$ cat src/design/isaPkg.sv
`default_nettype none

package isaPkg;

    // Primary opcode field
    typedef enum logic [5:0] {
        OPC_R_TYPE = 6'b000000,
        OPC_J      = 6'b000010,
        OPC_JAL    = 6'b000011,
        OPC_BEQ    = 6'b000100,
        OPC_BNE    = 6'b000101,
        OPC_BLE    = 6'b000110,
        OPC_BGT    = 6'b000111,
        OPC_ADDI   = 6'b001000,
        OPC_ADDIU  = 6'b001001
    } opcodeT;

    // Function field, meaningful for R-type only
    typedef enum logic [5:0] {
        FN_JR   = 6'b001000,
        FN_MFHI = 6'b010000,
        FN_MFLO = 6'b010010,
        FN_MULT = 6'b011000,
        FN_DIV  = 6'b011010,
        FN_ADD  = 6'b100000,
        FN_SUB  = 6'b100010,
        FN_AND  = 6'b100100,
        FN_SLT  = 6'b101010
    } functT;

    typedef struct packed {
        opcodeT opcode;
        functT  funct;
    } instrFieldsT;

    // One class per distinct control sequence
    typedef enum logic [4:0] {
        ALU_ADD,
        ALU_SUB,
        ALU_AND,
        SET_LESS,
        JUMP_REG,
        MOVE_HI,
        MOVE_LO,
        MULTIPLY,
        DIVIDE,
        JUMP,
        JUMP_LINK,
        ADD_IMM,
        BR_EQ,
        BR_NE,
        BR_LE,
        BR_GT,
        ILLEGAL
    } instrClassT;

endpackage

`default_nettype wire

$ cat src/design/ctrlPkg.sv
`default_nettype none

package ctrlPkg;

    typedef enum logic [3:0] {
        FETCH_ISSUE,
        FETCH_WAIT,
        FETCH_LOAD,
        DECODE,
        EXECUTE,
        ALU_WRITEBACK,
        LINK_WRITE,
        BRANCH_RESOLVE,
        MULDIV_WAIT,
        HILO_WRITE,
        EXCEPTION
    } stateT;

    // PC input mux
    typedef enum logic [2:0] {
        PC_ALU_RESULT,
        PC_ALU_OUT,
        PC_JUMP_TARGET,
        PC_REG_A,
        PC_EXC_VECTOR
    } pcSourceT;

    typedef enum logic [2:0] {
        OP_PASS_A  = 3'b000,
        OP_ADD     = 3'b001,
        OP_SUB     = 3'b010,
        OP_AND     = 3'b011,
        OP_COMPARE = 3'b111
    } aluOpT;

    typedef enum logic {
        SRCA_PC,
        SRCA_REG_A
    } aluSrcAT;

    typedef enum logic [1:0] {
        SRCB_REG_B,
        SRCB_CONST_FOUR,
        SRCB_IMMEDIATE,
        SRCB_BRANCH_OFFSET
    } aluSrcBT;

    // Register file write port, address and data
    typedef enum logic [1:0] {
        DEST_RT,
        DEST_RD,
        DEST_RA
    } regDestT;

    typedef enum logic [1:0] {
        DATA_ALU_OUT,
        DATA_HILO,
        DATA_LESS_FLAG
    } regDataT;

    typedef struct packed {
        logic overflow;
        logic eq;
        logic gt;
    } aluFlagsT;

    typedef struct packed {
        logic     pcWrite;
        pcSourceT pcSource;
        logic     irWrite;
        aluOpT    aluOp;
        aluSrcAT  aluSrcA;
        aluSrcBT  aluSrcB;
        logic     regAWrite;
        logic     regBWrite;
        logic     aluOutWrite;
        logic     regWrite;
        regDestT  regDest;
        regDataT  regData;
        logic     hiLoSelect;   // 0 reads hi
        logic     hiLoFromDiv;
        logic     hiWrite;
        logic     loWrite;
        logic     multOp;
        logic     divOp;
    } controlWordT;

endpackage

`default_nettype wire

$ cat src/design/instrDecoder.sv
`default_nettype none
`timescale 1ns/10ps

module instrDecoder (
    input  isaPkg::instrFieldsT instr,
    output isaPkg::instrClassT  instrClass
);
    import isaPkg::*;

    always_comb begin
        instrClass = ILLEGAL;
        case (instr.opcode)
            OPC_R_TYPE: begin
                case (instr.funct)
                    FN_ADD: begin
                        instrClass = ALU_ADD;
                    end
                    FN_SUB: begin
                        instrClass = ALU_SUB;
                    end
                    FN_AND: begin
                        instrClass = ALU_AND;
                    end
                    FN_SLT: begin
                        instrClass = SET_LESS;
                    end
                    FN_JR: begin
                        instrClass = JUMP_REG;
                    end
                    FN_MFHI: begin
                        instrClass = MOVE_HI;
                    end
                    FN_MFLO: begin
                        instrClass = MOVE_LO;
                    end
                    FN_MULT: begin
                        instrClass = MULTIPLY;
                    end
                    FN_DIV: begin
                        instrClass = DIVIDE;
                    end
                    default: begin
                        instrClass = ILLEGAL;
                    end
                endcase
            end
            OPC_J: begin
                instrClass = JUMP;
            end
            OPC_JAL: begin
                instrClass = JUMP_LINK;
            end
            // Same control flow for both, overflow is left to the datapath
            OPC_ADDI, OPC_ADDIU: begin
                instrClass = ADD_IMM;
            end
            OPC_BEQ: begin
                instrClass = BR_EQ;
            end
            OPC_BNE: begin
                instrClass = BR_NE;
            end
            OPC_BLE: begin
                instrClass = BR_LE;
            end
            OPC_BGT: begin
                instrClass = BR_GT;
            end
            default: begin
                instrClass = ILLEGAL;
            end
        endcase
    end

endmodule

`default_nettype wire

$ cat src/design/sequencer.sv
`default_nettype none
`timescale 1ns/10ps

module sequencer #(
    parameter int memLatency = 2
) (
    input  logic               clock,
    input  logic               rstN,
    input  isaPkg::instrClassT instrClass,
    input  logic               overflow,
    input  logic               multDone,
    input  logic               divDone,
    output ctrlPkg::stateT     state,
    output isaPkg::instrClassT heldClass
);
    import isaPkg::*;
    import ctrlPkg::*;

    localparam int cntWidth = $clog2(memLatency + 1);

    stateT               nextState;
    logic [cntWidth-1:0] waitCount;
    logic                fetchDone;
    logic                mulDivDone;

    // Last wait cycle before the memory word is ready
    assign fetchDone = (waitCount == cntWidth'(memLatency - 2));

    assign mulDivDone = (heldClass == MULTIPLY) ? multDone : divDone;

    always_comb begin
        nextState = state;
        case (state)
            FETCH_ISSUE: begin
                if (memLatency > 1) begin
                    nextState = FETCH_WAIT;
                end else begin
                    nextState = FETCH_LOAD;
                end
            end
            FETCH_WAIT: begin
                if (fetchDone) begin
                    nextState = FETCH_LOAD;
                end
            end
            FETCH_LOAD: begin
                nextState = DECODE;
            end
            DECODE: begin
                nextState = EXECUTE;
            end
            EXECUTE: begin
                case (heldClass)
                    ALU_ADD, ALU_SUB, ALU_AND, ADD_IMM: begin
                        if (overflow) begin
                            nextState = EXCEPTION;
                        end else begin
                            nextState = ALU_WRITEBACK;
                        end
                    end
                    JUMP_LINK: begin
                        nextState = LINK_WRITE;
                    end
                    BR_EQ, BR_NE, BR_LE, BR_GT: begin
                        nextState = BRANCH_RESOLVE;
                    end
                    MULTIPLY, DIVIDE: begin
                        nextState = MULDIV_WAIT;
                    end
                    ILLEGAL: begin
                        nextState = EXCEPTION;
                    end
                    default: begin
                        nextState = FETCH_ISSUE;
                    end
                endcase
            end
            // No timeout here, the unit decides how long this takes
            MULDIV_WAIT: begin
                if (mulDivDone) begin
                    nextState = HILO_WRITE;
                end
            end
            default: begin
                nextState = FETCH_ISSUE;
            end
        endcase
    end

    always_ff @(posedge clock) begin
        if (!rstN) begin
            state     <= FETCH_ISSUE;
            waitCount <= '0;
            heldClass <= ILLEGAL;
        end else begin
            state <= nextState;
            if (state == FETCH_WAIT && !fetchDone) begin
                waitCount <= waitCount + 1'b1;
            end else begin
                waitCount <= '0;
            end
            // instr is stable by now, keep its class for the rest of the instruction
            if (state == DECODE) begin
                heldClass <= instrClass;
            end
        end
    end

    // Multiplier and divider never finish together
    assert property (@(posedge clock) disable iff (!rstN)
        (state == MULDIV_WAIT) |-> !(multDone && divDone));

    assert property (@(posedge clock) disable iff (!rstN)
        waitCount <= cntWidth'(memLatency));

endmodule

`default_nettype wire

$ cat src/design/controlEncoder.sv
`default_nettype none
`timescale 1ns/10ps

module controlEncoder (
    input  logic                 clock,
    input  logic                 rstN,
    input  ctrlPkg::stateT       state,
    input  isaPkg::instrClassT   heldClass,
    input  logic                 eq,
    input  logic                 gt,
    output ctrlPkg::controlWordT ctrl
);
    import isaPkg::*;
    import ctrlPkg::*;

    logic branchTaken;

    always_comb begin
        case (heldClass)
            BR_EQ:   branchTaken = eq;
            BR_NE:   branchTaken = !eq;
            BR_LE:   branchTaken = !gt;
            BR_GT:   branchTaken = gt;
            default: branchTaken = 1'b0;
        endcase
    end

    always_comb begin
        ctrl = '0;
        // Strobes stay low until reset is released
        if (rstN) begin
            case (state)
                FETCH_ISSUE: begin
                    ctrl.aluSrcA  = SRCA_PC;
                    ctrl.aluSrcB  = SRCB_CONST_FOUR;
                    ctrl.aluOp    = OP_ADD;
                    ctrl.pcSource = PC_ALU_RESULT;
                    ctrl.pcWrite  = 1'b1;
                end
                FETCH_LOAD: begin
                    ctrl.irWrite = 1'b1;
                end
                // Read A and B, branch target goes to ALUOut in parallel
                DECODE: begin
                    ctrl.regAWrite   = 1'b1;
                    ctrl.regBWrite   = 1'b1;
                    ctrl.aluSrcA     = SRCA_PC;
                    ctrl.aluSrcB     = SRCB_BRANCH_OFFSET;
                    ctrl.aluOp       = OP_ADD;
                    ctrl.aluOutWrite = 1'b1;
                end
                EXECUTE: begin
                    case (heldClass)
                        ALU_ADD, ALU_SUB, ALU_AND: begin
                            ctrl.aluSrcA     = SRCA_REG_A;
                            ctrl.aluSrcB     = SRCB_REG_B;
                            ctrl.aluOutWrite = 1'b1;
                            if (heldClass == ALU_ADD) begin
                                ctrl.aluOp = OP_ADD;
                            end else if (heldClass == ALU_SUB) begin
                                ctrl.aluOp = OP_SUB;
                            end else begin
                                ctrl.aluOp = OP_AND;
                            end
                        end
                        ADD_IMM: begin
                            ctrl.aluSrcA     = SRCA_REG_A;
                            ctrl.aluSrcB     = SRCB_IMMEDIATE;
                            ctrl.aluOp       = OP_ADD;
                            ctrl.aluOutWrite = 1'b1;
                        end
                        SET_LESS: begin
                            ctrl.aluSrcA  = SRCA_REG_A;
                            ctrl.aluSrcB  = SRCB_REG_B;
                            ctrl.aluOp    = OP_COMPARE;
                            ctrl.regWrite = 1'b1;
                            ctrl.regDest  = DEST_RD;
                            ctrl.regData  = DATA_LESS_FLAG;
                        end
                        JUMP_REG: begin
                            ctrl.pcSource = PC_REG_A;
                            ctrl.pcWrite  = 1'b1;
                        end
                        JUMP: begin
                            ctrl.pcSource = PC_JUMP_TARGET;
                            ctrl.pcWrite  = 1'b1;
                        end
                        // Return address is the already incremented PC
                        JUMP_LINK: begin
                            ctrl.pcSource    = PC_JUMP_TARGET;
                            ctrl.pcWrite     = 1'b1;
                            ctrl.aluSrcA     = SRCA_PC;
                            ctrl.aluOp       = OP_PASS_A;
                            ctrl.aluOutWrite = 1'b1;
                        end
                        MOVE_HI, MOVE_LO: begin
                            ctrl.regWrite   = 1'b1;
                            ctrl.regDest    = DEST_RD;
                            ctrl.regData    = DATA_HILO;
                            ctrl.hiLoSelect = (heldClass == MOVE_LO);
                        end
                        BR_EQ, BR_NE, BR_LE, BR_GT: begin
                            ctrl.aluSrcA = SRCA_REG_A;
                            ctrl.aluSrcB = SRCB_REG_B;
                            ctrl.aluOp   = OP_COMPARE;
                        end
                        MULTIPLY: begin
                            ctrl.multOp = 1'b1;
                        end
                        DIVIDE: begin
                            ctrl.divOp = 1'b1;
                        end
                        default: begin
                        end
                    endcase
                end
                ALU_WRITEBACK: begin
                    ctrl.regWrite = 1'b1;
                    ctrl.regData  = DATA_ALU_OUT;
                    if (heldClass == ADD_IMM) begin
                        ctrl.regDest = DEST_RT;
                    end else begin
                        ctrl.regDest = DEST_RD;
                    end
                end
                LINK_WRITE: begin
                    ctrl.regWrite = 1'b1;
                    ctrl.regDest  = DEST_RA;
                    ctrl.regData  = DATA_ALU_OUT;
                end
                // Keep the compare going so eq and gt stay valid
                BRANCH_RESOLVE: begin
                    ctrl.aluSrcA  = SRCA_REG_A;
                    ctrl.aluSrcB  = SRCB_REG_B;
                    ctrl.aluOp    = OP_COMPARE;
                    ctrl.pcSource = PC_ALU_OUT;
                    ctrl.pcWrite  = branchTaken;
                end
                MULDIV_WAIT: begin
                    ctrl.multOp = (heldClass == MULTIPLY);
                    ctrl.divOp  = (heldClass == DIVIDE);
                end
                HILO_WRITE: begin
                    ctrl.hiWrite     = 1'b1;
                    ctrl.loWrite     = 1'b1;
                    ctrl.hiLoFromDiv = (heldClass == DIVIDE);
                end
                EXCEPTION: begin
                    ctrl.pcSource = PC_EXC_VECTOR;
                    ctrl.pcWrite  = 1'b1;
                end
                default: begin
                end
            endcase
        end
    end

    assert property (@(posedge clock) disable iff (!rstN)
        !(ctrl.irWrite && ctrl.pcWrite) && !(ctrl.regWrite && ctrl.hiWrite));

endmodule

`default_nettype wire

$ cat src/design/controlUnit.sv
`default_nettype none
`timescale 1ns/10ps

module controlUnit #(
    parameter int memLatency = 2
) (
    input  logic                 clock,
    input  logic                 rstN,
    input  isaPkg::instrFieldsT  instr,
    input  ctrlPkg::aluFlagsT    aluFlags,
    input  logic                 multDone,
    input  logic                 divDone,
    output ctrlPkg::controlWordT ctrl
);
    import isaPkg::*;
    import ctrlPkg::*;

    instrClassT instrClass;
    instrClassT heldClass;
    stateT      state;

    instrDecoder u_instrDecoder (
        .instr      (instr),
        .instrClass (instrClass)
    );

    sequencer #(
        .memLatency (memLatency)
    ) u_sequencer (
        .clock      (clock),
        .rstN       (rstN),
        .instrClass (instrClass),
        .overflow   (aluFlags.overflow),
        .multDone   (multDone),
        .divDone    (divDone),
        .state      (state),
        .heldClass  (heldClass)
    );

    controlEncoder u_controlEncoder (
        .clock     (clock),
        .rstN      (rstN),
        .state     (state),
        .heldClass (heldClass),
        .eq        (aluFlags.eq),
        .gt        (aluFlags.gt),
        .ctrl      (ctrl)
    );

endmodule

`default_nettype wire

$ cat config.mk
export PLATFORM = sky130hd
export DESIGN_NAME = controlUnit
export DESIGN_NICKNAME = d
export VERILOG_FILES = /design/src/design/isaPkg.sv /design/src/design/ctrlPkg.sv /design/src/design/instrDecoder.sv /design/src/design/sequencer.sv /design/src/design/controlEncoder.sv /design/src/design/controlUnit.sv
export SDC_FILE = /design/constraint.sdc
export NUM_CORES = 1
export LEC_CHECK = 0
export BUFFER_PORTS_ARGS = -buffer_cell sky130_fd_sc_hd__buf_2
export CAP_MARGIN = 20
export CORE_ASPECT_RATIO = 0.5
export CORE_UTILIZATION = 39
export CTS_CLUSTER_SIZE = 24
export DETAILED_ROUTE_END_ITERATION = 6
export PLACE_DENSITY_LB_ADDON = 0.25
export SLEW_MARGIN = 40
export SYNTH_ARGS = -nofsm -noshare
export SYNTH_HDL_FRONTEND = slang
export SYNTH_HIERARCHICAL = 1
export SYNTH_SLANG_ARGS = --single-unit
$ cat constraint.sdc
create_clock -name clock -period 2.45 [get_ports clock]
set_input_delay 0.49 -clock clock [delete_from_list [all_inputs] [get_ports clock]]
set_output_delay 0.49 -clock clock [all_outputs]
set_load 0.02 [all_outputs]
# Word level (Yosys, flattened, before mapping)
# Index checks and enable logic that the tools add are counted.
[totals]
wordCells = 98
in_bits = 19
ff_bits = 11
out_inout_bits = 25
[classes]
reduce_logical = 19
n_mux = 30
eq_ne = 45
addsub = 1
[op_table]
columns = ["cell", "n"]
rows = [
  ["$pmux W5 S9", 1],
  ["$eq A5 B4 Y1 const B", 8],
  ["$pmux W5 S8", 1],
  ["$mux W25", 1],
  ["$eq A6 B3 Y1 const B", 4],
  ["$eq A6 B5 Y1 const B", 4],
  ["$eq A6 B6 Y1 const B", 4],
  ["$pmux W4 S6", 1],
  ["$pmux W6 S4", 1],
  ["$eq A5 B3 Y1 const B", 4],
  ["$pmux W4 S5", 1],
  ["$eq A6 B4 Y1 const B", 3],
  ["$eq A4 B3 Y1 const B", 4],
  ["$pmux W4 S4", 1],
  ["$pmux W5 S3", 1],
  ["$eq A4 B4 Y1 const B", 3],
  ["$eq A6 B2 Y1 const B", 2],
  ["$mux W4", 3],
  ["$pmux W4 S3", 1],
  ["$eq A5 B2 Y1 const B", 2],
  ["$pmux W5 S2", 1],
  ["$reduce_or A5 Y1", 2],
  ["$mux W1", 9],
  ["$eq A4 B2 Y1 const B", 2],
  ["22 further kinds", 31],
]

# Logic depth before layout (Yosys ltp)
# Gate-level depths: netlist of the first run.
[depth]
depth_word = 6
depth_mapped = 7
depth_no_buf = 6

# Hierarchy
# The synthesis of the first run kept the hierarchy.
[modules_own_cells]
columns = ["mod", "area_per_inst_um2", "instances", "cells_each"]
rows = [
  ["sequencer", 742.0, 1, 90],
  ["controlEncoder", 529.3, 1, 93],
  ["instrDecoder", 281.5, 1, 42],
]

# Worst setup path after synthesis of the first run
# OpenSTA, ideal clock, no wires.
[synth_timing]
path_kind = "register to output"
start = "reg u_sequencer.heldClass[2]"
end = "out ctrl[8] in the netlist's numbering"
arrival_time_ns = 2.042
slack_ns = -0.082
stages_incl_launch_ff = 5
required_time_ns = 1.960
path_buffers = 1
path_cell_list = "dfxtp_1 -> clkbuf_1 -> nand2b_1 -> o22ai_1 -> a2111oi_0"
[synth_rtl]
columns = ["item", "line", "rtl"]
rows = [
  ["start, declared", "sequencer.sv:14", "output isaPkg::instrClassT heldClass"],
  ["start signal, assigned", "sequencer.sv:104", "heldClass <= instrClass;"],
  ["end, declared", "controlUnit.sv:13", "output ctrlPkg::controlWordT ctrl"],
]

==> results.txt, run 1 <==
status = finished clean
Final Skew = 5.93 ps
final layout net count = 291
height of the chip = 46.6 um
most frequent cells in the layout = buf_2 (43), nor2_1 (30), nand2_1 (18), nand2b_1 (15), a21oi_1 (15)
Global Route met3 Usage = 1.98%
RePlAce Congestion = 0.848
hold_buf cts = 0
CORE AREA = 3620 sq um
PostCTS Resize Cnt = 0
library cells used by synthesis = 60
post-synthesis net count = 245
Worst Tran Pin Value = 368 ps
number of synthesized register bits = 11
CP endpoint kind = output pin
cts bufs inserted = 3
Routed Antenna Nets = 0
Area growth, synth to finish = 21.4%
most common cell after layout, fill and taps aside = buf_2
worst vdd rail ir drop = 0.000134 V
Post-synth EDFFs = 0
Longest Clk Path Bufs = 2
syn_area_per_cell = 6.90 sq um
fraction of registers with async set/reset = 0%
Cells after Synth = 225
largest net degree at the start of global routing = 20
# fillers = 377
initial antenna violation count = 0
CTS tree = built
post-CTS setup buffer count = 0
worst path required time = 1960 ps
cell taking the most area after synthesis = dfxtp_1
Setup-failing EPs final = 0
gr usage total = 19.7%
first-pass GRT wire length = 6660 um
via count = 1743
grt peak-use layer = met2
Row Count = 15
die width = 91.2 um
share of layout cells above drive strength 1 = 25.9%
Clock Sinks = 11
final count of hold timing violations = 0
Total Wirelength = 4200 um
Seq/Total Area, Yosys = 14.2%
Ys Warns = 6
Initial Util = 42.9%
CP Launch Type = flop
dominant cells by area after synthesis = dfxtp_1 (14%), nor2_1 (7.3%), mux2i_1 (7.1%), nand2b_1 (6.0%), a21oi_1 (4.8%)
share of the synthesized area in the top cell type = 14.2%
I/O pin count = 44
Pre-Repair DR Iteration Count = 5
setup_tns = 0 ps
H-tree depth = 1
Pwr Density = 281 nW/um^2
CP max FO = 6
area occupied by multi-input gates = 1220 sq um
Slew Viols, Final = 0
die area = 4250 sq um
diodes inserted = 0
crit share post-route = 92.2%
worst hold margin = 407 ps
Worst-Skew Late Latency = 230 ps
Slew headroom = 75.4%
Via density = 5.43
dpl cells = 317
DRT iter0 DRCs = 168
vias in the first global route = 1493
Layout Cells excl Fill = 321
final core occ = 52.1%
IO Port Bufs = 43
fmax = 0.443 GHz
Primary FF master, synth = dfxtp_1
Leak Pwr = 0.758 nW
Max Cap Viol = 0
GRT met2 Usage = 34.8%
Wirelength per Cell = 13.1 um
GR Overflow Total = 0
number of remaining DRC errors = 0
crit path DAT = 1770 ps
CTS Root Buffer Type = clkbuf_8
Crit Path Category = flop to output pin
clk slew on worst S/H paths = 50 ps
FF/Latch Area = 220 sq um
Min-Delay Path Class = flop to flop
unrepaired setup endpoints after global routing = no
HPWL Detailed = 3250 um
mapped cell area = 1550 sq um
clock period minus worst slack = 2260 ps
met1 usage = 26.6%
[final timing paths]
check | start | end | slack [ps] | cells after the start
setup / recovery | u_sequencer/state[0]$_SDFFE_PN0P_ | ctrl[17] | 190 | 5
hold reg to reg | u_sequencer/waitCount[0]$_SDFF_PN0_ | u_sequencer/waitCount[0]$_SDFF_PN0_ | 410 | 1
hold / removal | u_sequencer/waitCount[0]$_SDFF_PN0_ | u_sequencer/waitCount[0]$_SDFF_PN0_ | 410 | 1
setup reg to reg | u_sequencer/heldClass[1]$_SDFFE_PN0P_ | u_sequencer/state[0]$_SDFFE_PN0P_ | 550 | 6
[report_power, final]
group          internal [W]  switching, W  total, W
logic             0.0000686     0.0000947  0.000163
clock network      0.000114     0.0000636  0.000177
registers          0.000184    0.00000520  0.000189
[cell type report]
type / instances / area share [%]
Sequential cell: 11 / 11.7
Multi-Input combinational cell: 192 / 64.8
Timing Repair Buffer: 55 / 16.2
Tap cell: 51 / 3.38
Clock buffer: 4 / 2.39
Inverter: 8 / 1.59
[sequential cells by signal, indices dropped and copies added, names as in the netlist]
| signal | count |
|---|---|
| u_sequencer/heldClass | 5 |
| u_sequencer/state | 4 |
| u_sequencer/waitCount | 2 |
[cells by family after synthesis]
family	after synthesis	synth area share (%)
compound gates	54	23.3
buf+inv	22	7.57
mux	12	7.82
simple gates	120	43.5
xor+xnor	5	2.82
flops	11	14.2
fa+ha+maj	1	0.806
[through the flow]
step           power [W]  instance area [sq um]  worst slack (ps)
2_1_floorplan   0.000296                   1550              89.8
3_3_place_gp    0.000351                   1840               353
3_5_place_dp    0.000354                   1840               322
4_1_cts         0.000533                   1880               116
5_1_grt         0.000559                   1890              86.5
6_report        0.000530                   1890               191
[synthesized netlist by cell type, types with 3 or more instances]
master / n
or2_2: 3
a21boi_0: 3
nor2_1: 30
nor4_1: 3
o22ai_1: 3
inv_1: 8
xnor2_1: 4
nor3_1: 9
a21oi_1: 15
buf_2: 4
o21ai_0: 11
clkbuf_1: 4
dfxtp_1: 11
buf_4: 4
mux2i_1: 11
nand2_1: 18
nor3b_1: 5
nand2b_1: 15
nor2b_1: 10
[critical path, stage by stage, from the launching register on]
cell and delay [ps]:
dfxtp_1 340, or3_4 420, nor3b_2 180, o21ai_0 120, a311oi_1 270, buf_2 200
[routing by layer]
metal  vias up  part of all wire, %
met1       798                   51
li1        899                    -
met2        46                   45
met5         -                    0
met4         0                    0
met3         0                  4.3
(Power assumes the default switching activity.)
==> run 2: changes to the inputs <==
--- a/constraint.sdc
+++ b/constraint.sdc
@@ -3,2 +3,2 @@
 set_output_delay 0.49 -clock clock [all_outputs]
-set_load 0.02 [all_outputs]
+set_load 0.05 [all_outputs]
==> run 2 against run 1 <==
  * Clock power barely moved
  * Utilization rose by 2.0 points
  * Final area rose by 3.9%
  * Critical path depth did not move
  * Register-to-register slack improved by 80 ps
  * Maximum frequency fell by 3.3%
  * Clock skew fell by 1.3 ps
  * Count of clock-buffer cells in the layout did not move
  * Via count rose by 2.6%
  * Critical path type unchanged
  * Critical endpoint is now ctrl[15]
  * Largest power group is now combinational logic
==> results.txt, run 2 (synthesis results as in run 1) <==
status = finished clean
crit share post-route = 95.3% (+3.1 points)
routed wl met2 = 1940 um (+2.5%)
worst vdd rail ir drop = 0.000142 V (+6.4%)
Top Layer Used = met4
DRT iter0 DRCs = 66 (-61%)
CTS tree = built
area occupied by multi-input gates = 1270 sq um (+4.3%)
Layout Cells excl Fill = 323 (+0.62%)
die width = 91.2 um (unchanged)
Setup-failing EPs final = 0 (unchanged)
Final Cell Area = 1960 sq um (+3.9%)
Total Wirelength = 4210 um (+0.19%)
I/O pin count = 44 (unchanged)
Pwr Density = 287 nW/um^2 (+2.2%)
Longest Clk Path Bufs = 2 (unchanged)
final core occ = 54.1% (+2.0 points)
CTS Root Buffer Type = clkbuf_8
max reg flops = 5 (unchanged)
Leak Pwr = 0.796 nW (+5.1%)
final layout net count = 293 (+0.69%)
most common cell after layout, fill and taps aside = buf_2
dpl cells = 319 (+0.63%)
Row Count = 15 (unchanged)
Critical-path top delay cell = or3_4
HPWL Detailed = 3220 um (-0.83%)
# fillers = 352 (-6.6%)
via count = 1789 (+2.6%)
gr usage total = 21.1% (+1.4 points)
cts bufs inserted = 3 (unchanged)
crit-path cells = or3_4 > or4_1 > o21ai_1 > and2b_1 > buf_2
met3 WL = 201 um (+12%)
height of the chip = 46.6 um (unchanged)
Area growth, synth to finish = 26.2%
max incr delay on CP = 430 ps (about the same)
Post-DP Area = 1900 sq um (+3.5%)
Min-Delay Path Class = flop to flop
fmax = 0.428 GHz (-3.3%)
Max Cap Viol = 0 (unchanged)
first-pass GRT wire length = 6960 um (+4.6%)
Worst-Skew Late Latency = 240 ps (about the same)
largest register by flop count = u_sequencer/heldClass
die area = 4250 sq um (unchanged)
Pre-Repair DR Iteration Count = 4 (-1)
diodes inserted = 0 (unchanged)
crit path DAT = 1840 ps (+70 ps)
vias in the first global route = 1588 (+6.4%)
CORE AREA = 3620 sq um (unchanged)
H-tree depth = 1 (unchanged)
biggest regs = u_sequencer/heldClass x5, u_sequencer/state x4, u_sequencer/waitCount x2
unrepaired setup endpoints after global routing = no
largest net degree at the start of global routing = 20 (unchanged)
Slew headroom = 73.6% (-1.9 points)
Wirelength per Cell = 13.0 um (-0.43%)
RePlAce Congestion = 0.842 (-0.68%)
final count of hold timing violations = 0 (unchanged)
Slew Viols, Final = 0 (unchanged)
FF/Latch Area = 220 sq um (unchanged)
initial antenna violation count = 0 (unchanged)
CP endpoint kind = output pin
IO Port Bufs = 43 (unchanged)
CP max FO = 6 (unchanged)
Routed Antenna Nets = 0 (unchanged)
clk slew on worst S/H paths = 50 ps (about the same)
clock period minus worst slack = 2330 ps (+76.1 ps)
Clock Sinks = 11 (unchanged)
worst hold margin = 412 ps (+4.80 ps)
Worst Tran Pin Value = 393 ps (+25.4 ps)
Initial Util = 42.9% (unchanged)
met1 wire length = 2020 um (-5.3%)
worst path required time = 1960 ps (about the same)
Final Skew = 4.64 ps (-1.29 ps)
GR Overflow Total = 0 (unchanged)
most frequent cells in the layout = buf_2 (42), nor2_1 (29), nand2_1 (18), a21oi_1 (15)
share of layout cells above drive strength 1 = 29.8% (+3.9 points)
number of remaining DRC errors = 0 (unchanged)
CP Launch Type = flop
Crit Path Category = flop to output pin
Via density = 5.54 (+2.0%)
==> run 2: what timing repair did <==
item                                    in CTS  in global routing
resized for setup                            0                  5
endpoints found under the setup margin       0                  4
setup buffers                                0                  0
hold buffers                                 0                  0
==> run 2: metal layers <==
metal  vias up  global-route usage, %
met3         6                   2.97
met2        55                   38.5
li1        903                      -
met4         0                   8.57
met5         -                      0
met1       825                   26.1
==> run 2: cell type report <==
| class | count | share of cell area [%] |
|---|---|---|
| Clock buffer | 4 | 2.30 |
| Inverter | 8 | 1.53 |
| Multi-Input combinational cell | 192 | 65.0 |
| Sequential cell | 11 | 11.2 |
| Timing Repair Buffer | 57 | 16.7 |
| Tap cell | 51 | 3.26 |
==> run 2: power by group <==
group	internal [W]	switching (W)	total, W
combinational	0.0000739	0.000120	0.000194
sequential	0.000184	0.00000389	0.000188
clock	0.000114	0.0000663	0.000180
==> run 2: worst paths after layout <==
path | from | end | slack, ps | cells after the start
setup / recovery | u_sequencer/state[1]$_SDFFE_PN0P_ | ctrl[15] | 120 | 5
hold / removal | u_sequencer/waitCount[0]$_SDFF_PN0_ | u_sequencer/waitCount[0]$_SDFF_PN0_ | 410 | 1
setup reg to reg | u_sequencer/heldClass[1]$_SDFFE_PN0P_ | u_sequencer/state[0]$_SDFFE_PN0P_ | 630 | 6
hold reg to reg | u_sequencer/waitCount[0]$_SDFF_PN0_ | u_sequencer/waitCount[0]$_SDFF_PN0_ | 410 | 1
==> run 2: metrics by stage <==
stage / worst slack, ps / total power, W / setup TNS [ps]
final: 115 / 0.000563 / 0
after global routing: 23.6 / 0.000593 / 0
after CTS: 3.14 / 0.000560 / 0
after detailed placement: 217 / 0.000380 / 0
after global placement: 230 / 0.000377 / 0
after floorplan: -406 / 0.000322 / -1670
==> run 2: critical path: cells and delay by family, from the launching register on <==
kind,cells,cell delay (ps)
compound gates,1,80
buf+inv,1,250
flops,1,310
simple gates,3,960
